## src/rtl/regPkg.sv

```systemverilog
// shared sizes and types of the register file; widths follow from the counts, keep counts powers of two
package regPkg;

	// ============================================================
	// sizes
	// ============================================================

	// one register word is a full 128-bit operand
	localparam int dataWidth = 128;
	// architectural registers, register 0 reads as zero
	localparam int regCount = 32;
	// operating levels, each one owns a private stack pointer
	localparam int levelCount = 4;
	// the register number that is banked per level
	localparam int spIndex = 31;

	// ============================================================
	// types
	// ============================================================

	// register number as it appears in issue and writeback traffic
	typedef logic [$clog2(regCount)-1:0] regAddr;
	// register value
	typedef logic [dataWidth-1:0] regWord;
	// current operating level
	typedef logic [$clog2(levelCount)-1:0] levelSel;
	// base-cycle phase, high is the lane 0 write slot and low the lane 1 slot
	typedef logic phaseT;

endpackage

```

## src/rtl/operandStage.sv

```systemverilog
// single-entry operand buffer; the read pair is captured only on issueFire
`timescale 1ns/1ps

module operandStage (
	input logic clk2x,
	input logic rstN,
	input logic issueFire,
	input regPkg::regWord rdA,
	input regPkg::regWord rdB,
	input logic opReady,
	output logic opValid,
	output regPkg::regWord opA,
	output regPkg::regWord opB
);
	import regPkg::*;

	// ============================================================
	// occupancy
	// ============================================================

	// a new fire refills the stage even when the old pair leaves on the
	// same edge, so the stage can stream one pair per cycle
	always_ff @(posedge clk2x or negedge rstN) begin
		if (!rstN) begin
			opValid <= 1'b0;
		end else if (issueFire) begin
			opValid <= 1'b1;
		end else if (opReady) begin
			opValid <= 1'b0;
		end
	end

	// ============================================================
	// operand pair
	// ============================================================

	// control only fires when the stage is empty or draining, so the held
	// pair stays put while the consumer stalls
	regWord holdA;
	regWord holdB;

	always_ff @(posedge clk2x) begin
		if (issueFire) begin
			holdA <= rdA;
			holdB <= rdB;
		end
	end

	assign opA = holdA;
	assign opB = holdB;

endmodule

```

## config.mk

```make
export PLATFORM = sky130hd
export DESIGN_NAME = operandStage
export DESIGN_NICKNAME = d
export VERILOG_FILES = /design/src/rtl/regPkg.sv /design/src/rtl/operandStage.sv
export SDC_FILE = /design/constraint.sdc
export NUM_CORES = 1
export LEC_CHECK = 0
export ABC_AREA = 1
export BUFFER_PORTS_ARGS = -buffer_cell sky130_fd_sc_hd__buf_2
export CAP_MARGIN = 5
export CORE_AREA = 10 10 195 197
export CTS_CLUSTER_SIZE = 24
export DETAILED_ROUTE_END_ITERATION = 12
export DIE_AREA = 0 0 205 207
export PLACE_DENSITY_LB_ADDON = 0.15
export SYNTH_ARGS = -nofsm -noshare
export SYNTH_HDL_FRONTEND = slang
export SYNTH_SLANG_ARGS = --single-unit
```

## constraint.sdc

```tcl
create_clock -name clk2x -period 0.8 [get_ports clk2x]
set_clock_uncertainty 0.2 [all_clocks]
set_input_delay 0.04 -clock clk2x [delete_from_list [all_inputs] [get_ports clk2x]]
set_output_delay 0.04 -clock clk2x [all_outputs]
set_load 0.005 [all_outputs]
```

; Word level (Yosys, flattened, before mapping)
; Cells that the tools add are included.
[totals]
register_bits = 257
inputBits = 260
[op_classes]
reduce_logical = 1
n_mux = 2
[op_table]
columns = operator, count
row1 = 1-bit 2-to-1 mux, 2
row2 = 2-bit nonzero test, 1

; Longest topological paths before layout
; Gate-level depths: netlist (run 1).
[logic_depth]
depth_word = 2
mapped_depth = 3

; Worst setup path before layout (run 1)
; No wires, ideal clock.
[synth_path]
kind = register -> register
startpoint = register opValid (netlist name)
endpoint = register opValid
path_slack_ps = 19
stages_incl_launch_ff = 3
path_buffers = 0
arrival_time_ps = 465
path_cell_list = dfrtp_1 -> nand2_1 -> nand2_1
[synth_rtl]
columns = item, line_no
row1 = "end signal, assigned", operandStage.sv:25  ; opValid <= 1'b0;
row2 = "end signal, assigned", operandStage.sv:27  ; opValid <= 1'b1;
row3 = "end signal, assigned", operandStage.sv:29  ; opValid <= 1'b0;
row4 = "end, declared", operandStage.sv:11  ; output logic opValid,

; Worst setup path after layout (run 1)
[layout_path]
startpoint = register holdA[32], in the netlist opA[32]
endpoint = output port opA[32]
[layout_rtl]
columns = item, line_no
row1 = "start, declared", operandStage.sv:39  ; regWord holdA;
row2 = "start signal, assigned", operandStage.sv:44  ; holdA <= rdA;
row3 = "end, declared", operandStage.sv:12  ; output regPkg::regWord opA,
; No word-level cell between the ends.

==> flow_summary.yaml, run 1 <==
worst_setup_path:
  cp-end-kind: "output pin"
  path_class: "register to output pin"
  crit_fanout: 1
  rrSetupSlack_ns: -0.14
  cp.required_ns: 0.56
  timing.rr.end: "opValid"
  crit_path_max_incr_delay_ns: 0.41
  cp_num_buf_inv: 1
  worstSetupEndpoint: "opA[32]"
  worstPathArrival_ns: 1.11
  startpoint_type: "register"
  crit_path_cell_trace: "buf_2"
  crit_cells: 1
  r2r_cells: 3
  crit_start: "opA[32]"
  r2r-start: "opValid"
  critPathTopFamily: "flip-flops"
  crit_slowest_cell: "edfxtp_1"
sta:
  rsz0062_at_grt: "true"
  period_needed_ns: 1.35
  slew_headroom_pct: 79.9
  setup_viol: 258
  worst_slew_pin_slew_ns: 0.301
  drv_slew: 0
  hold_viol: 257
  fmax_mhz: 743
  worst_slack_ns: -0.545
  hold_slack_ns: -0.302
  min_period_over_period_pct: 168
synthesis:
  synth_area_per_cell_um2: 29.6
  synth_top_area_cell: "edfxtp_1"
  syn_nets: 521
  synth_top_cells_by_count: "256 x edfxtp_1, 2 x inv_1, 2 x nand2_1, 1 x dfrtp_1"
  synthFlopType: "edfxtp_1"
  synth.top_cell.area_share_pct: 99.5
  async_flop_share_pct: 0.389
  synthCells: 261
  ys_seq_area_share_pct: 99.8
  yosys_warnings: 0
  synth.most_common_cell: "edfxtp_1"
  ys_seq_elements: 257
  ys_types: 4
  syn-cell-area_um2: 7730
  ys_top_cells_by_area: "edfxtp_1 99%, dfrtp_1 0.32%, inv_1 0.097%, nand2_1 0.097%"
  synth-edff-count: 256
clock_network:
  htree_levels: 1
  clockRootBuffer: "clkbuf_16"
  cts_buffers: 28
  numClockSinks: 257
  path_clk_slew_ns: 0.06
  insertion_delay_ns: 0.54
  cts_max_path_buffers: 3
  cts_hold_repair.buffers: 259
  cts_tree: "done"
routing:
  drc_errors: 0
  vias_per_cell: 3.69
  drtIter0Drc: 173
  firstDrtPassIters: 6
  vias: 5792
  wire_per_inst_um: 19.1
  ant_nets: 0
  totalWireLength_um: 30000
floorplanning:
  core_um2: 34100
  fp.dieH_um: 207
  core.rowCount: 68
  initial_utilization_pct: 22.6
  fp.dieW_um: 205
  die_area_um2: 42400
  ios: 517
cells_and_area:
  nFillCells: 3101
  multi_input_area_um2: 10.0
  nets: 1352
  utilization_pct: 43.0
  layout-drive-gt1-share_pct: 52.2
  syn2layout_area_growth_pct: 89.7
  design_area_um2: 14700
  seqCellArea_um2: 7710
grt:
  grt_max_degree: 30
  globalRouteTotalUtil_pct: 13.6
  grt_pass1_vias: 6759
  grt_first_pass_wirelength_um: 44000
  antenna_found_initial: 2
  gr-total-overflow: 0
worst_hold_path:
  hold_depth: 1
  holdCritPathClass: "input port to register"
placement:
  dp_hpwl_um: 22500
  routabilityCongestion: 0.757
  post-place-ws_ns: -0.359
  io_buffers: 516
  postPlaceCellArea_um2: 11100
job:
  maxCapViolCount: 0
status:
  violations: "negative hold slack, negative setup slack"
  outcome: "finished, violations left"
pwr:
  peakVddDrop_mv: 1.60
  powerDensity_nw_per_um2: 2200
  leakage_nw: 6.24
[cells by family (layout without fill, tap and decap cells)]
kind of cell  after synthesis  count (layout)  synth area share, %
flops                     257             257                 99.8
simple gates                2               2               0.0972
buf+inv                     2             855               0.0972
other cells                 0               2                    0
[placed cells by master (no fill, tap or decap)]
master           n
dfrtp_1          1
clkbuf_16       29
clkbuf_1         6
buf_12           3
buf_6            6
bufinv_16        3
inv_1            2
buf_2          510
clkinvlp_4       1
edfxtp_1       256
nand2_1          1
nand2_2          1
buf_4           22
buf_8            1
diode_2          2
clkinv_2         6
clkinv_1         7
dlygate4sd3_1  259
[sequential cells by signal, summed over array words and instances (netlist names)]
register  count
opValid       1
opA         128
opB         128
[final cells by class]
type	count	share of cell area [%]
Inverter	2	0.0512
Sequential cell	257	52.6
Clock buffer	35	5.10
Clock inverter	17	1.05
Antenna cell	2	0.0341
Multi-Input combinational cell	2	0.0683
Tap cell	455	3.88
Timing Repair Buffer	801	37.2
[worst min path at each step]
stage | from | end | slack (ns)
floorplan | rstN | opValid | -0.46
global placement | rstN | opValid | -0.38
detailed placement | rstN | opValid | -0.38
CTS | issueFire | opB[32] | -0.33
global route | issueFire | opB[32] | -0.33
finish | issueFire | opA[44] | -0.30
[per-layer routing]
layer	GRT usage, %	share of wire, %	vias to the layer above
met5	0	0	-
met4	2.93	1.9	0
met3	5.81	11	36
met2	25.5	54	282
met1	13.6	33	2741
li1	-	-	2733
[power breakdown]
part	switching, mW	total [mW]	internal (mW)
Combinational	1.45	3.50	2.05
Sequential	0.262	16.3	16.0
Clock	5.01	12.6	7.55
Total	6.72	32.3	25.6
[timing repair]
action / CTS / global route
setup buffers: 0 / 1
resized for setup: 1 / 8
pin swaps: 1 / 0
setup endpoints to repair: 257 / 258
endpoints found under the hold margin: 514 / 283
[metrics by stage]
stage / hold slack, ns / std cells / total power, mW / TNS [ns]
after floorplan: -0.456 / 261 / 16.7 / 0
after global placement: -0.384 / 1257 / 19.0 / -74.00
after detailed placement: -0.385 / 1257 / 19.0 / -75.78
after CTS: -0.329 / 1568 / 32.8 / -133.45
after global routing: -0.326 / 1570 / 33.7 / -137.92
final: -0.302 / 1571 / 32.3 / -121.83
Power figures use the tool's default switching activity.
==> inputs of run 2 (changes only) <==
Settings changed: CORE_AREA 10 10 195 197 to 2 2 204 206, DIE_AREA 0 0 205 207 to 0 0 206 208, SLEW_MARGIN set to 40.
Clock period 0.8 ns to 1.1 ns, I/O delays scaled along.
==> run 2 against run 1 <==
The flow now stops in clock tree synthesis (4_1_cts). Synthesized area stayed put. Synthesized cell count unchanged.
==> flow_summary.yaml, run 2 <==
floorplanning:
  fp.dieH_um: 208
  core.rowCount: 74
  ios: 517
  initial_utilization_pct: 19.1
  fp.dieW_um: 206
placement:
  dp.cells: 1336
  io_buffers: 516
  dp_hpwl_um: 18600
  post-place-ws_ns: -0.0250
  routabilityCongestion: 0.727
clock_network:
  cts_resized: 1
  htree_levels: 1
  numClockSinks: 257
  cts_max_path_buffers: 3
  clockRootBuffer: "clkbuf_16"
  cts_buffers: 30
  cts_setup_buffers: 0
  cts_hold_repair.buffers: 279
synthesis:
  ys_seq_elements: 257
  synth_compound_gate_area_share_pct: 0
  synth_top_cells_by_count: "256 x edfxtp_1, 2 x inv_1, 2 x nand2_1, 1 x dfrtp_1"
  synth.top_cell.area_share_pct: 99.5
  async_flop_share_pct: 0.389
  ys_types: 4
  yosys.area_share.adder_pct: 0
  synth-edff-count: 256
  ys_top_cells_by_area: "edfxtp_1 99%, dfrtp_1 0.32%, inv_1 0.097%, nand2_1 0.097%"
  yosys.area_share.simple_pct: 0.0972
  synthCells: 261
  syn_nets: 521
  syn-cell-area_um2: 7730
  synth.most_common_cell: "edfxtp_1"
  synth_top_area_cell: "edfxtp_1"
  synth_area_per_cell_um2: 29.6
  synthFlopType: "edfxtp_1"
  yosys_warnings: 0
  ys_seq_area_share_pct: 99.8
  synth_top_family_by_area: "buffers and inverters"
  synthMuxAreaShare_pct: 0
  synth_xor_area_share_pct: 0
status:
  lastStage: "clock tree synthesis (4_1_cts)"
  outcome: "stopped before the end"
  toolErrorMsg: "[ERROR RSZ-0060] Max buffer count reached."
-- run 2: cell counts after synthesis --
Identical to the previous run, type by type.
-- run 2: cell families after synthesis --
| logic type | after synthesis |
|---|---|
| flops | 257 |
| simple gates | 2 |
| buf+inv | 2 |
-- run 2: metrics by stage --
stage | hold slack (ns) | instance area, µm² | util [%]
3_5_place_dp | -0.369 | 11300 | 27.9
3_3_place_gp | -0.369 | 11300 | 27.9
2_1_floorplan | -0.441 | 7730 | -
==> inputs of run 3 (changes only) <==
Settings changed: CORE_AREA 2 2 204 206 to 2 2 201 203, CTS_CLUSTER_SIZE 24 to not set, DIE_AREA 0 0 206 208 to 0 0 203 205.
Clock period 1.1 ns to 1.43 ns, I/O delays scaled along.
==> run 3 against run 2 <==
Synthesized cell count unchanged. The run again fails in clock tree synthesis (4_1_cts). Synthesized area unchanged.
==> flow_summary.yaml, run 3 <==
status:
  outcome: "stopped before the end"
  lastStage: "clock tree synthesis (4_1_cts)"
  toolErrorMsg: "[ERROR RSZ-0060] Max buffer count reached."
clock_network:
  cts_max_path_buffers: 3
  numClockSinks: 257
  htree_levels: 1
  clockRootBuffer: "clkbuf_16"
  cts_resized: 1
  cts_buffers: 29
  cts_setup_buffers: 0
  cts_hold_repair.buffers: 275
synthesis:
  ys_types: 4
  synth_top_area_cell: "edfxtp_1"
  async_flop_share_pct: 0.389
  synth.top_cell.area_share_pct: 99.5
  ys_seq_elements: 257
  syn-cell-area_um2: 7730
  syn_nets: 521
  synth_area_per_cell_um2: 29.6
  ys_seq_area_share_pct: 99.8
  synthCells: 261
  yosys_warnings: 0
  synthFlopType: "edfxtp_1"
  synth_top_cells_by_count: "256 x edfxtp_1, 2 x inv_1, 2 x nand2_1, 1 x dfrtp_1"
  synth-edff-count: 256
  synth.most_common_cell: "edfxtp_1"
  ys_top_cells_by_area: "edfxtp_1 99%, dfrtp_1 0.32%, inv_1 0.097%, nand2_1 0.097%"
floorplanning:
  ios: 517
  fp.dieW_um: 203
  initial_utilization_pct: 19.6
  core.rowCount: 73
  fp.dieH_um: 205
placement:
  routabilityCongestion: 0.754
  post-place-ws_ns: 0.262
  dp_hpwl_um: 18400
  io_buffers: 516
## run 3: cell counts after synthesis
No cell type changed its count.
## run 3: kinds of logic after synthesis
family	Yosys count	synth area share, %
flip-flops	257	99.8
buffers and inverters	2	0.0972
AND/OR/NAND/NOR	2	0.0972
## run 3: per-stage QoR
step	utilization (%)	cells	hold slack (ns)	cell area [µm²]
2_1_floorplan	-	261	-0.424	7730
3_3_place_gp	28.5	1318	-0.352	11200
3_5_place_dp	28.5	1318	-0.350	11200
