`src/rtl/regPkg.sv`:
```
// shared sizes and types of the register file; widths follow from the counts, keep counts powers of two
package regPkg;

	// ============================================================
	// sizes
	// ============================================================

	// one register word is a full 128-bit operand
	localparam int dataWidth = 128;
	// architectural registers, register 0 reads as zero
	localparam int regCount = 32;
	// operating levels, each one owns a private stack pointer
	localparam int levelCount = 4;
	// the register number that is banked per level
	localparam int spIndex = 31;

	// ============================================================
	// types
	// ============================================================

	// register number as it appears in issue and writeback traffic
	typedef logic [$clog2(regCount)-1:0] regAddr;
	// register value
	typedef logic [dataWidth-1:0] regWord;
	// current operating level
	typedef logic [$clog2(levelCount)-1:0] levelSel;
	// base-cycle phase, high is the lane 0 write slot and low the lane 1 slot
	typedef logic phaseT;

endpackage

```
`src/rtl/wbLaneIf.sv`:
```
// one buffered writeback lane; commit is only valid for a single clk2x edge and is never held
`timescale 1ns/1ps

interface wbLaneIf;
	import regPkg::*;

	// ============================================================
	// lane signals
	// ============================================================

	// the lane buffer holds an entry that is not yet in the array
	logic pending;
	// destination register of the held entry
	regAddr addr;
	// result value of the held entry
	regWord data;
	// the held entry is written on this edge
	logic commit;

	// ============================================================
	// views
	// ============================================================

	// the buffer owns the entry and learns when it has been written
	modport collector (
		output pending,
		output addr,
		output data,
		input commit
	);

	// control only needs occupancy to schedule the write slot
	modport control (
		input pending,
		output commit
	);

	// the array uses pending for bypass and commit for the write
	modport regfile (
		input pending,
		input addr,
		input data,
		input commit
	);

endinterface
```
`src/rtl/wbCollector.sv`:
```
// holds one writeback per lane until its slot; a lane sustains at most one write per base cycle
`timescale 1ns/1ps

module wbCollector (
	input logic clk2x,
	input logic rstN,
	input logic wbValid0,
	input logic wbValid1,
	input regPkg::regAddr wbAddr0,
	input regPkg::regAddr wbAddr1,
	input regPkg::regWord wbData0,
	input regPkg::regWord wbData1,
	output logic wbReady0,
	output logic wbReady1,
	wbLaneIf.collector lane0,
	wbLaneIf.collector lane1
);
	import regPkg::*;

	// ============================================================
	// lane vectors
	// ============================================================

	// both lanes run the same buffer logic, so they are gathered into
	// small arrays and handled by one loop
	logic [1:0] inValid;
	logic [1:0] inReady;
	logic [1:0] commit;
	logic [1:0] pending;
	regAddr inAddr [2];
	regWord inData [2];
	regAddr heldAddr [2];
	regWord heldData [2];

	assign inValid = {wbValid1, wbValid0};
	assign inAddr[0] = wbAddr0;
	assign inAddr[1] = wbAddr1;
	assign inData[0] = wbData0;
	assign inData[1] = wbData1;
	assign commit = {lane1.commit, lane0.commit};

	// a buffer that empties on this edge can take the next result at once,
	// this is what lets a lane write on every base cycle
	assign inReady = ~pending | commit;
	assign wbReady0 = inReady[0];
	assign wbReady1 = inReady[1];

	// ============================================================
	// entry state
	// ============================================================

	// occupancy is control state and clears on reset
	always_ff @(posedge clk2x or negedge rstN) begin
		if (!rstN) begin
			pending <= '0;
		end else begin
			for (int i = 0; i < 2; i++) begin
				// a load wins over a commit on the same edge
				if (inValid[i] && inReady[i])
					pending[i] <= 1'b1;
				else if (commit[i])
					pending[i] <= 1'b0;
			end
		end
	end

	// the payload is only looked at while pending is set
	always_ff @(posedge clk2x) begin
		for (int i = 0; i < 2; i++) begin
			if (inValid[i] && inReady[i]) begin
				heldAddr[i] <= inAddr[i];
				heldData[i] <= inData[i];
			end
		end
	end

	// hand the entries to the lane interfaces
	assign lane0.pending = pending[0];
	assign lane0.addr = heldAddr[0];
	assign lane0.data = heldData[0];
	assign lane1.pending = pending[1];
	assign lane1.addr = heldAddr[1];
	assign lane1.data = heldData[1];

endmodule

```
`src/flat_wrapper.sv`:
```
// flat-port wrapper written by rule: the top's interface ports become plain ports
module wbCollector_flat import regPkg::*;
  (clk2x, rstN, wbValid0, wbValid1, wbAddr0, wbAddr1, wbData0, wbData1, wbReady0, wbReady1, lane0_pending, lane0_addr, lane0_data, lane0_commit, lane1_pending, lane1_addr, lane1_data, lane1_commit);
  wbLaneIf lane0_i ();
  wbLaneIf lane1_i ();
  input logic clk2x;
  input logic rstN;
  input logic wbValid0;
  input logic wbValid1;
  input regPkg::regAddr wbAddr0;
  input regPkg::regAddr wbAddr1;
  input regPkg::regWord wbData0;
  input regPkg::regWord wbData1;
  output logic wbReady0;
  output logic wbReady1;
  output wire logic [$bits(lane0_i.pending)-1:0] lane0_pending;
  output wire logic [$bits(lane0_i.addr)-1:0] lane0_addr;
  output wire logic [$bits(lane0_i.data)-1:0] lane0_data;
  input wire logic [$bits(lane0_i.commit)-1:0] lane0_commit;
  output wire logic [$bits(lane1_i.pending)-1:0] lane1_pending;
  output wire logic [$bits(lane1_i.addr)-1:0] lane1_addr;
  output wire logic [$bits(lane1_i.data)-1:0] lane1_data;
  input wire logic [$bits(lane1_i.commit)-1:0] lane1_commit;
  assign lane0_pending = lane0_i.pending;
  assign lane0_addr = lane0_i.addr;
  assign lane0_data = lane0_i.data;
  assign lane0_i.commit = lane0_commit;
  assign lane1_pending = lane1_i.pending;
  assign lane1_addr = lane1_i.addr;
  assign lane1_data = lane1_i.data;
  assign lane1_i.commit = lane1_commit;
  wbCollector u_core (.clk2x(clk2x), .rstN(rstN), .wbValid0(wbValid0), .wbValid1(wbValid1), .wbAddr0(wbAddr0), .wbAddr1(wbAddr1), .wbData0(wbData0), .wbData1(wbData1), .wbReady0(wbReady0), .wbReady1(wbReady1), .lane0(lane0_i), .lane1(lane1_i));
endmodule
```
`config.mk`:
```
export PLATFORM = sky130hd
export DESIGN_NAME = wbCollector_flat
export DESIGN_NICKNAME = d
export VERILOG_FILES = /design/src/rtl/regPkg.sv /design/src/rtl/wbLaneIf.sv /design/src/rtl/wbCollector.sv /design/src/flat_wrapper.sv
export SDC_FILE = /design/constraint.sdc
export NUM_CORES = 1
export LEC_CHECK = 0
export ABC_AREA = 1
export BUFFER_PORTS_ARGS = -buffer_cell sky130_fd_sc_hd__buf_2
export CAP_MARGIN = 20
export CORE_AREA = 2 2 214 216
export DETAILED_ROUTE_END_ITERATION = 16
export DIE_AREA = 0 0 216 218
export GPL_TIMING_DRIVEN = 0
export PLACE_DENSITY = 0.48
export SLEW_MARGIN = 15
export SYNTH_ARGS = -nofsm -noshare
export SYNTH_HDL_FRONTEND = slang
export SYNTH_SLANG_ARGS = --single-unit
```
`constraint.sdc`:
```
create_clock -name clk2x -period 8.4 [get_ports clk2x]
set_input_delay 0.42 -clock clk2x [delete_from_list [all_inputs] [get_ports clk2x]]
set_output_delay 0.42 -clock clk2x [all_outputs]
set_load 0.01 [all_outputs]
```
; ---- Yosys cells after proc, flatten, opt, wreduce, memory -nomap -nowiden
; Memories as Yosys holds them, arrays and structs flattened.
; Index checks and enable logic that the tools add are counted.
[totals]
ff_bits = 2
output_inout_bits = 270
ramBits = 266
n_memories = 2
wordCells = 18
input_bits = 272
[mem_list]
columns = memory, depth, word_bits, read_ports, rd_clocked_by_memory_dff, wr, line
row1 = u_core.heldData, 2, 128, 2, 0, 2, wbCollector.sv:33  ; regWord heldData [2];
row2 = u_core.heldAddr, 2, 5, 2, 0, 2, wbCollector.sv:32  ; regAddr heldAddr [2];
[classes]
bitwise = 2
n_reduce_logical = 4
muxes = 8
[ops]
columns = operator, count
row1 = 1-bit 2-to-1 mux, 8
row2 = 2-bit nonzero test, 2
row3 = 1-bit logical AND, 2
row4 = 2-bit inverter, 1
row5 = 2-bit bitwise OR, 1

; ---- Depth between registers and ports, before layout
; Gate-level depths: netlist of the first run.
[logic_depth]
word_depth = 5
mapped_depth = 3
mapped_depth_nobuf = 3

; ---- Least setup slack after synthesis of the first run
; OpenSTA, ideal clock, no wires.
[synth_path]
kind = input-to-reg
start = input wbValid0
end = memory u_core.heldAddr[0][0] (netlist bit), enable pin
slack_ps = 867
required_time_ps = 7731
setup_ps = 669
cell_stages = 2
n_path_buf = 0
t_arrival_ps = 6864
cell_sequence = inv_1 a21oi_1
[synth_rtl]
columns = element, line
row1 = from (decl), flat_wrapper.sv:8  ; input logic wbValid0;
row2 = to (decl), wbCollector.sv:32

==> metrics.txt, run 1 <==
status=finished clean; Worst Tran Pin Value=599 ps; unrepaired setup endpoints after global routing=no; critical path data required time=8660 ps; Hold-fix buffers, CTS=244; synthesized instance count=278; I/O Buffers=541; Fill cells=4,368; Slowest-stage cell, CP=a21oi_4; GRT Overall Usage=0.114; setup ws final=6480 ps; synth-to-layout area growth=88.2%; slowest stage delay, CP=520 ps; Rows=78; WL per Instance=16.7 um; CP most frequent cell=buf_16; final setup fails=0; fin crit period=1920 ps; vias in the first global route=6,545; initial DRC count=307; Via density=3.57; CP arrival=2180 ps; kind of critical path=reg -> reg; initial cell density of the core=0.180; RD Place Congestion=0.843; post-synthesis area per instance=29.1 sq um; postcts setup bufs=0; commonest non-fill, non-tap cell in the layout=buf_2; commonest cells after routing, fill and taps aside=buf_2, edfxtp_1, dlygate4sd3_1; Max Clk Rate=521 MHz; Nets=1,380; CTS buffer count=31; Final Hold Fails=0; instance area at placement=11,900 sq um; total vias in the final route=6,165; DRT Wirelength=29,000 um; Synth warnings=0; Final Instance Area=15,200 sq um; PwrDens=206 nW/um^2; worst min path class=in -> reg; global route total overflow=0; final period utilization=0.228; TritonCTS clock tree=done; maxcap violations=0; die area=47,100 sq um; Worst-path clk slew=60 ps; Post-CTS Resized=0; DRC errors left=0; TritonRoute pass-1 iters=5; height of the die=218 um; peak supply drop=0.156 mV; synthesized flop and latch total=268; crit path buf inv count=3; Max Transition Viols Final=0; Max clock buf depth=3; I/O Pins=542; worst path cell trace=a21oi_4 > buf_16 > buf_16 > buf_16; Fin Clk Skew=9.74 ps; Worst Setup Start Kind=flip-flop; clock tree sinks=268; Yosys cell types=5; CTS root buf=clkbuf_16; layout cells sized above 1=0.530; largest net degree at the start of global routing=29; Crit path max-delay family=buffers and inverters; Mapped Nets=550; Worst setup EP type=flip-flop; Die X=216 um; Core ar.=44,900 sq um; worst slack at placement=6260 ps; hpwl dp=21,100 um; Max FO, Critical Path=28; first-pass GRT wire length=40,200 um; antenna violations before repair=2; H-tree Lvls=1; Antenna Nets Post-Route=0; leakage power=6.31 nW; worst skew pair latency=570 ps; sequential fraction of the synthesis area=0.995; Slew HR=0.600; Post-Syn Area=8080 sq um
==> cell usage after synthesis <==
| cell | n | area [sq um] |
|---|---|---|
| a21oi_1 | 2 | 10.0 |
| inv_1 | 4 | 15.0 |
| nand2_1 | 4 | 15.0 |
| edfxtp_1 | 266 | 7990 |
| dfrtp_1 | 2 | 50.1 |
==> metrics by stage <==
step,power (mW),util,instances,hold slack [ps],setup TNS (ps)
final,3.13,0.339,1729,40.4,0
after global routing,3.25,0.339,1728,10.1,0
after CTS,3.19,0.339,1728,0.647,0
after detailed placement,1.85,0.264,1431,209,0
after global placement,1.85,0.257,1419,207,-631670
after floorplan,1.69,-,278,124,0
==> logic make-up after synthesis <==
kind of cell | share of synthesized area
AOI/OAI and AO/OA | 0.00124
buffers and inverters | 0.00186
DFF | 0.995
and+or+nand+nor | 0.00186
==> area by class of cell <==
cell class / count / area (sq um) / share of cell area
sequential: 268 / 8040 / 0.529
timing repair buffer: 797 / 5460 / 0.359
clock buffer: 39 / 806 / 0.0530
tap: 600 / 751 / 0.0494
clock inverter: 14 / 87.6 / 0.00576
multi-input combinational: 6 / 47.5 / 0.00313
inverter: 4 / 15.0 / 0.000987
antenna: 1 / 2.50 / 0.000165
==> layer usage <==
metal  wire, um  vias up  global-route usage
met2      14100      302               0.187
li1           -     2805                   -
met1      11600     2986               0.141
met4       1050        4              0.0429
met5         30        -                   0
met3       2130       68              0.0370
==> registers in the layout, indices dropped and copies added (netlist names) <==
name             cells
u_core.heldAddr     10
u_core.heldData    256
u_core.pending       2
==> power breakdown <==
part           total (mW)  internal (mW)  switching, mW  leakage [nW]
clock                1.21          0.676          0.539         0.436
sequential           1.58           1.56         0.0203          2.55
combinational       0.335          0.183          0.153          3.32
total                3.13           2.42          0.712          6.31
==> final timing paths <==
check                                  startpoint                       to  slack [ps]  depth (start not counted)
worst min-delay path                  wbData1[91]  u_core.heldData[0][219]          40                          1
worst max-delay path            u_core.pending[0]  u_core.heldData[0][103]        6480                          4
min in group asynchronous                    rstN        u_core.pending[0]         160                          2
worst min register to register  u_core.pending[0]        u_core.pending[0]         590                          2
worst max register to register  u_core.pending[0]  u_core.heldData[0][103]        6480                          4
max in group asynchronous                    rstN        u_core.pending[0]        8140                          2
No activity file was read; power rests on OpenSTA's default activity.
==> run 2, diff against run 1 <==
--- a/config.mk
+++ b/config.mk
@@ -12,7 +12,7 @@
 export DETAILED_ROUTE_END_ITERATION = 16
 export DIE_AREA = 0 0 216 218
 export GPL_TIMING_DRIVEN = 0
-export PLACE_DENSITY = 0.48
+export PLACE_DENSITY = 0.5
 export SLEW_MARGIN = 15
 export SYNTH_ARGS = -nofsm -noshare
 export SYNTH_HDL_FRONTEND = slang
==> constraint.sdc (replaced) <==
create_clock -name clk2x -period 1.6 [get_ports clk2x]
set_input_delay 0.08 -clock clk2x [delete_from_list [all_inputs] [get_ports clk2x]]
set_output_delay 0.08 -clock clk2x [all_outputs]
set_load 0.01 [all_outputs]
==> metrics.txt, run 2 (synthesis results as in run 1) <==
total vias in the final route=6,177 (+0.19%); worst skew pair latency=570 ps (about the same); critical path data required time=1840 ps (-6820 ps); number of flip-flops under the largest register name=256 (unchanged); Slew HR=0.762 (+0.162); Power Total=16.5 mW (+430%); Sw Ratio=0.222 (-0.00554); Post-CTS Resized=0 (unchanged); r2r endpoint=u_core.heldData[0][231]; RR Startpoint=u_core.pending[1]; leakage power=6.40 nW (+1.3%); Antenna Nets Post-Route=0 (unchanged); I/O Pins=542 (unchanged); Fill cells=4,336 (-0.73%); status=finished clean; fin crit period=1510 ps (-405 ps); Fin Clk Skew=21.7 ps (+11.9 ps); commonest cells after routing, fill and taps aside=buf_2, dlygate4sd3_1, edfxtp_1; clock tree sinks=268 (unchanged); Logic pwr share=0.109 (+0.002); commonest non-fill, non-tap cell in the layout=buf_2; largest net degree at the start of global routing=67 (+130%); die area=47,100 sq um (unchanged); Max FO, Critical Path=44 (+57%); DRC errors left=0 (unchanged); Critical path origin=u_core.pending[1]; Worst Setup Start Kind=flip-flop; final setup fails=0 (unchanged); CP arrival=1750 ps (-430 ps); hold depth=4 (+3); first-pass GRT wire length=40,700 um (+1.2%); kind of critical path=reg -> reg; DRT Wirelength=29,000 um (about the same); reg2reg path depth=4 (unchanged); peak supply drop=0.874 mV (+460%); Largest Register=u_core.heldData; global route total overflow=0 (unchanged); RD Place Congestion=0.751 (-11%); CTS root buf=clkbuf_16; hpwl dp=20,700 um (-1.8%); Final Hold Fails=0 (unchanged); worst min path class=in -> reg; WL per Instance=16.5 um (-1.6%); Max clock buf depth=3 (unchanged); height of the die=218 um (unchanged); initial DRC count=186 (-39%); Worst Tran Pin Value=357 ps (-242 ps); Top Registers=u_core.heldData: 256 flops, u_core.heldAddr: 10 flops, u_core.pending: 2 flops; Via density=3.52 (-1.3%); Pint=12.8 mW (+430%); Core ar.=44,900 sq um (unchanged); CTS buffer count=31 (unchanged); TritonCTS clock tree=done; I/O Buffers=541 (unchanged); R2R setup slack=90 ps (-6390 ps); Worst setup EP type=flip-flop; Worst-path clk slew=70 ps (about the same); layout cells sized above 1=0.517 (-0.0132); Net Switching=3.66 mW (+410%); Nets=1,408 (+2.0%); Max Transition Viols Final=0 (unchanged); sequential power share=0.503 (-0.002); maxcap violations=0 (unchanged); clock network power share=0.389 (about the same); TritonRoute pass-1 iters=4 (-1); PwrDens=1070 nW/um^2 (+420%); min-delay src=lane0_commit; Die X=216 um (unchanged); final period utilization=0.946 (+0.718); H-tree Lvls=1 (unchanged); GRT Overall Usage=0.116 (+0.00151); WHS=140 ps (+99.4 ps); worst hold endpoint=u_core.heldData[0][81]; antenna violations before repair=7 (+5); initial cell density of the core=0.180 (unchanged); Max Clk Rate=661 MHz (+27%); Rows=78 (unchanged); worst slack at placement=-300 ps (-6560 ps); vias in the first global route=6,916 (+5.7%); synth-to-layout area growth=91.2%; unrepaired setup endpoints after global routing=no; setup ws final=86.0 ps (-6390 ps)
run 2: cell types whose count changed in the layout (fill, tap and decap cells not counted), sizes merged:
cell	previous run	this run
bufinv	0	1
clkbuf	39	35
clkinv	9	10
clkinvlp	2	4
diode	1	3
dlygate4sd3	244	272
inv	7	4
run 2: per-layer routing:
metal | up-vias | track usage | part of all wire
li1 | 2847 | - | -
met1 | 2876 | 0.116 | 0.35
met2 | 401 | 0.212 | 0.51
met3 | 53 | 0.0510 | 0.11
met4 | 0 | 0.0402 | 0.034
met5 | - | 0 | 0
run 2: worst max-delay path by stage:
stage | cells after the start | slack, ps | end
finish | 4 | 90 | u_core.heldData[0][231]
global route | 3 | 40 | u_core.heldData[0][115]
CTS | 5 | 30 | u_core.heldData[0][167]
detailed placement | 5 | -300 | u_core.heldData[0][116]
global placement | 1 | -2490 | u_core.heldData[0][52]
floorplan | 1 | -1480 | u_core.heldAddr[0][0]
run 2: area by class of cell:
cell class	count	area (sq um)	area share
Tap cell	600	751	0.0486
Clock inverter	15	105	0.00680
Antenna cell	3	7.51	0.000486
Sequential cell	268	8040	0.520
Clock buffer	35	791	0.0512
Inverter	4	15.0	0.000972
Timing Repair Buffer	825	5690	0.368
Multi-Input combinational cell	6	47.5	0.00308
run 2: critical path, stage by stage (launching register included):
cell and delay, ps:
dfrtp_2 430, a21oi_4 190, buf_12 140, buf_16 170, buf_16 230
run 2: per-stage QoR:
| stage | TNS, ps | area (sq um) | cells | util |
|---|---|---|---|---|
| after floorplan | -393640 | 8100 | 278 | - |
| after global placement | -653100 | 11600 | 1419 | 0.258 |
| after detailed placement | -18330 | 11900 | 1431 | 0.264 |
| after CTS | 0 | 15500 | 1754 | 0.345 |
| after global routing | 0 | 15400 | 1756 | 0.344 |
| final | 0 | 15400 | 1756 | 0.344 |
run 2: power by group through the flow:
stage / Sequential (mW) / Clock [mW] / Combinational, mW
2_1_floorplan: 8.67 / 0 / 0.136
6_report: 8.29 / 6.41 / 1.79
4_1_cts: 8.29 / 6.69 / 1.82
3_5_place_dp: 8.43 / 0 / 1.27
3_3_place_gp: 8.47 / 0 / 1.14
5_1_grt: 8.32 / 6.90 / 1.93
run 2: repair_timing:
| item | in CTS | in global routing |
|---|---|---|
| setup buffers | 4 | 0 |
| endpoints found under the setup margin | 119 | 23 |
| pin swaps | 2 | 0 |
| hold endpoints to repair | 270 | 0 |
| hold buffers | 272 | 0 |
==> run 3, diff against run 2 <==
--- a/config.mk
+++ b/config.mk
@@ -12,7 +12,7 @@
 export DETAILED_ROUTE_END_ITERATION = 16
 export DIE_AREA = 0 0 216 218
 export GPL_TIMING_DRIVEN = 0
-export PLACE_DENSITY = 0.5
+export PLACE_DENSITY = 0.48
 export SLEW_MARGIN = 15
 export SYNTH_ARGS = -nofsm -noshare
 export SYNTH_HDL_FRONTEND = slang
==> constraint.sdc (replaced) <==
create_clock -name clk2x -period 1.55 [get_ports clk2x]
set_input_delay 0.0775 -clock clk2x [delete_from_list [all_inputs] [get_ports clk2x]]
set_output_delay 0.0775 -clock clk2x [all_outputs]
set_load 0.01 [all_outputs]
==> metrics.txt, run 3 (synthesis results as in run 1) <==
Worst setup EP type=flip-flop; CTS root buf=clkbuf_16; worst min path class=in -> reg; largest net degree at the start of global routing=37 (-45%); leakage power=6.59 nW (+3.1%); initial cell density of the core=0.180 (unchanged); Final Instance Area=15,800 sq um (+2.3%); I/O Buffers=541 (unchanged); layout cells sized above 1=0.524 (+0.00747); Largest Register=u_core.heldData; Max clock buf depth=3 (unchanged); unrepaired setup endpoints after global routing=no; RD Place Congestion=0.778 (+3.6%); H-tree Lvls=1 (unchanged); clock tree sinks=268 (unchanged); antenna violations before repair=4 (-3); Die X=216 um (unchanged); worst path cell trace=a21oi_4 > buf_16 > buf_16 > buf_16; kind of critical path=reg -> reg; Slowest-stage cell, CP=dfrtp_2; Slew HR=0.857 (+0.0948); worst skew pair latency=560 ps (about the same); multi-input logic area=47.5 sq um (unchanged); number of flip-flops under the largest register name=256 (unchanged); critical path data required time=1800 ps (-40 ps); TritonCTS clock tree=done; Rows=78 (unchanged); TritonRoute pass-1 iters=4 (unchanged); Worst Tran Pin Value=215 ps (-142 ps); Fin Clk Skew=8.21 ps (-13.5 ps); I/O Pins=542 (unchanged); vias in the first global route=6,923 (+0.10%); commonest non-fill, non-tap cell in the layout=buf_2; Layout Utilization=0.352 (+0.00797); synth-to-layout area growth=95.7%; total vias in the final route=6,295 (+1.9%); instance area at placement=11,900 sq um (+0.36%); initial DRC count=226 (+22%); height of the die=218 um (unchanged); Fill cells=4,308 (-0.65%); Max FO, Critical Path=36 (-18%); PwrDens=1150 nW/um^2 (+7.5%); Worst-path clk slew=50 ps (-20 ps); Max Clk Rate=685 MHz (+3.8%); Nets=1,419 (+0.78%); CP arrival=1710 ps (-40 ps); CTS buffer count=31 (unchanged); Core ar.=44,900 sq um (unchanged); status=finished clean; slowest stage delay, CP=430 ps (about the same); DRT Wirelength=30,700 um (+6.1%); final setup fails=0 (unchanged); global route total overflow=0 (unchanged); Via density=3.55 (+0.93%); commonest cells after routing, fill and taps aside=buf_2, dlygate4sd3_1, edfxtp_1; DRC errors left=0 (unchanged); Max Transition Viols Final=0 (unchanged); die area=47,100 sq um (unchanged); Worst Setup Start Kind=flip-flop; final period utilization=0.941 (-0.00491); maxcap violations=0 (unchanged); register area=8040 sq um (unchanged); CP most frequent cell=buf_16; peak supply drop=0.789 mV (-9.7%); fin crit period=1460 ps (-54.9 ps); hpwl dp=21,800 um (+5.6%); WL per Instance=17.3 um (+5.1%); Final Hold Fails=0 (unchanged); GRT Overall Usage=0.122 (+0.00607); first-pass GRT wire length=42,500 um (+4.4%); Top Registers=u_core.heldData: 256 flops, u_core.heldAddr: 10 flops, u_core.pending: 2 flops; Antenna Nets Post-Route=0 (unchanged)
## run 3: cell types whose count changed in the layout (fill, tap and decap cells not counted), moves of 2 or more
cell and delta:
inv_6 +3, bufbuf_16 +3, clkinvlp_4 -3, buf_12 -4, clkinv_1 -2, buf_16 +4
bufinv_16 +5, buf_4 +8
## run 3: worst max-delay path, delay by kind of cell (launching register included)
family                 cells  cell delay (ps)
flip-flops                 1              430
buffers and inverters      3              510
AO/OA/AOI/OAI              1              180
## run 3: what timing repair did
item	CTS	global route
setup endpoints to repair	127	0
gates resized for setup	1	0
hold endpoints to repair	270	0
hold buffers	272	0
buffers inserted	10	0
## run 3: through the flow
stage / total power [mW] / setup WS (ps) / hold WS [ps] / instances / setup TNS (ps)
floorplan: 9.09 / -1530 / -218 / 278 / -406940
global placement: 9.95 / -2560 / -134 / 1419 / -665700
detailed placement: 10.1 / -525 / -133 / 1432 / -29690
CTS: 18.4 / 71.4 / 54.5 / 1769 / 0
global route: 18.8 / 31.7 / 97.2 / 1772 / 0
finish: 18.1 / 91.0 / 100 / 1773 / 0
## run 3: cell type report
| class | instances | share of cell area |
|---|---|---|
| Clock buffer | 37 | 0.0511 |
| Tap cell | 600 | 0.0475 |
| Sequential cell | 268 | 0.509 |
| Clock inverter | 18 | 0.0161 |
| Timing Repair Buffer | 836 | 0.372 |
| Multi-Input combinational cell | 6 | 0.00301 |
| Inverter | 4 | 0.000950 |
| Antenna cell | 4 | 0.000633 |
## run 3: power by group
part	internal (mW)	switching, mW	leakage (nW)
clock network	4.70	2.92	0.514
registers	8.46	0.105	2.55
logic	1.09	0.865	3.53
total	14.2	3.89	6.59
## run 3: routing by layer
metal  track usage  wire length [um]  up-vias
met2         0.233             16300      383
met4        0.0463               919        0
met1         0.117             10300     2973
li1              -                 -     2884
met3        0.0476              3220       55
met5             0                 0        -
## run 3: worst paths after layout
check                                       start                 endpoint  slack (ps)  cells past startpoint
worst min register to register  u_core.pending[1]  u_core.heldData[0][150]         760                      2
worst max register to register  u_core.pending[1]    u_core.heldAddr[0][7]          90                      4
max in group asynchronous                    rstN        u_core.pending[1]        1030                      3
worst min-delay path                 lane1_commit  u_core.heldData[0][150]         100                      4
min in group asynchronous                    rstN        u_core.pending[0]         380                      3
worst max-delay path            u_core.pending[1]    u_core.heldAddr[0][7]          90                      4
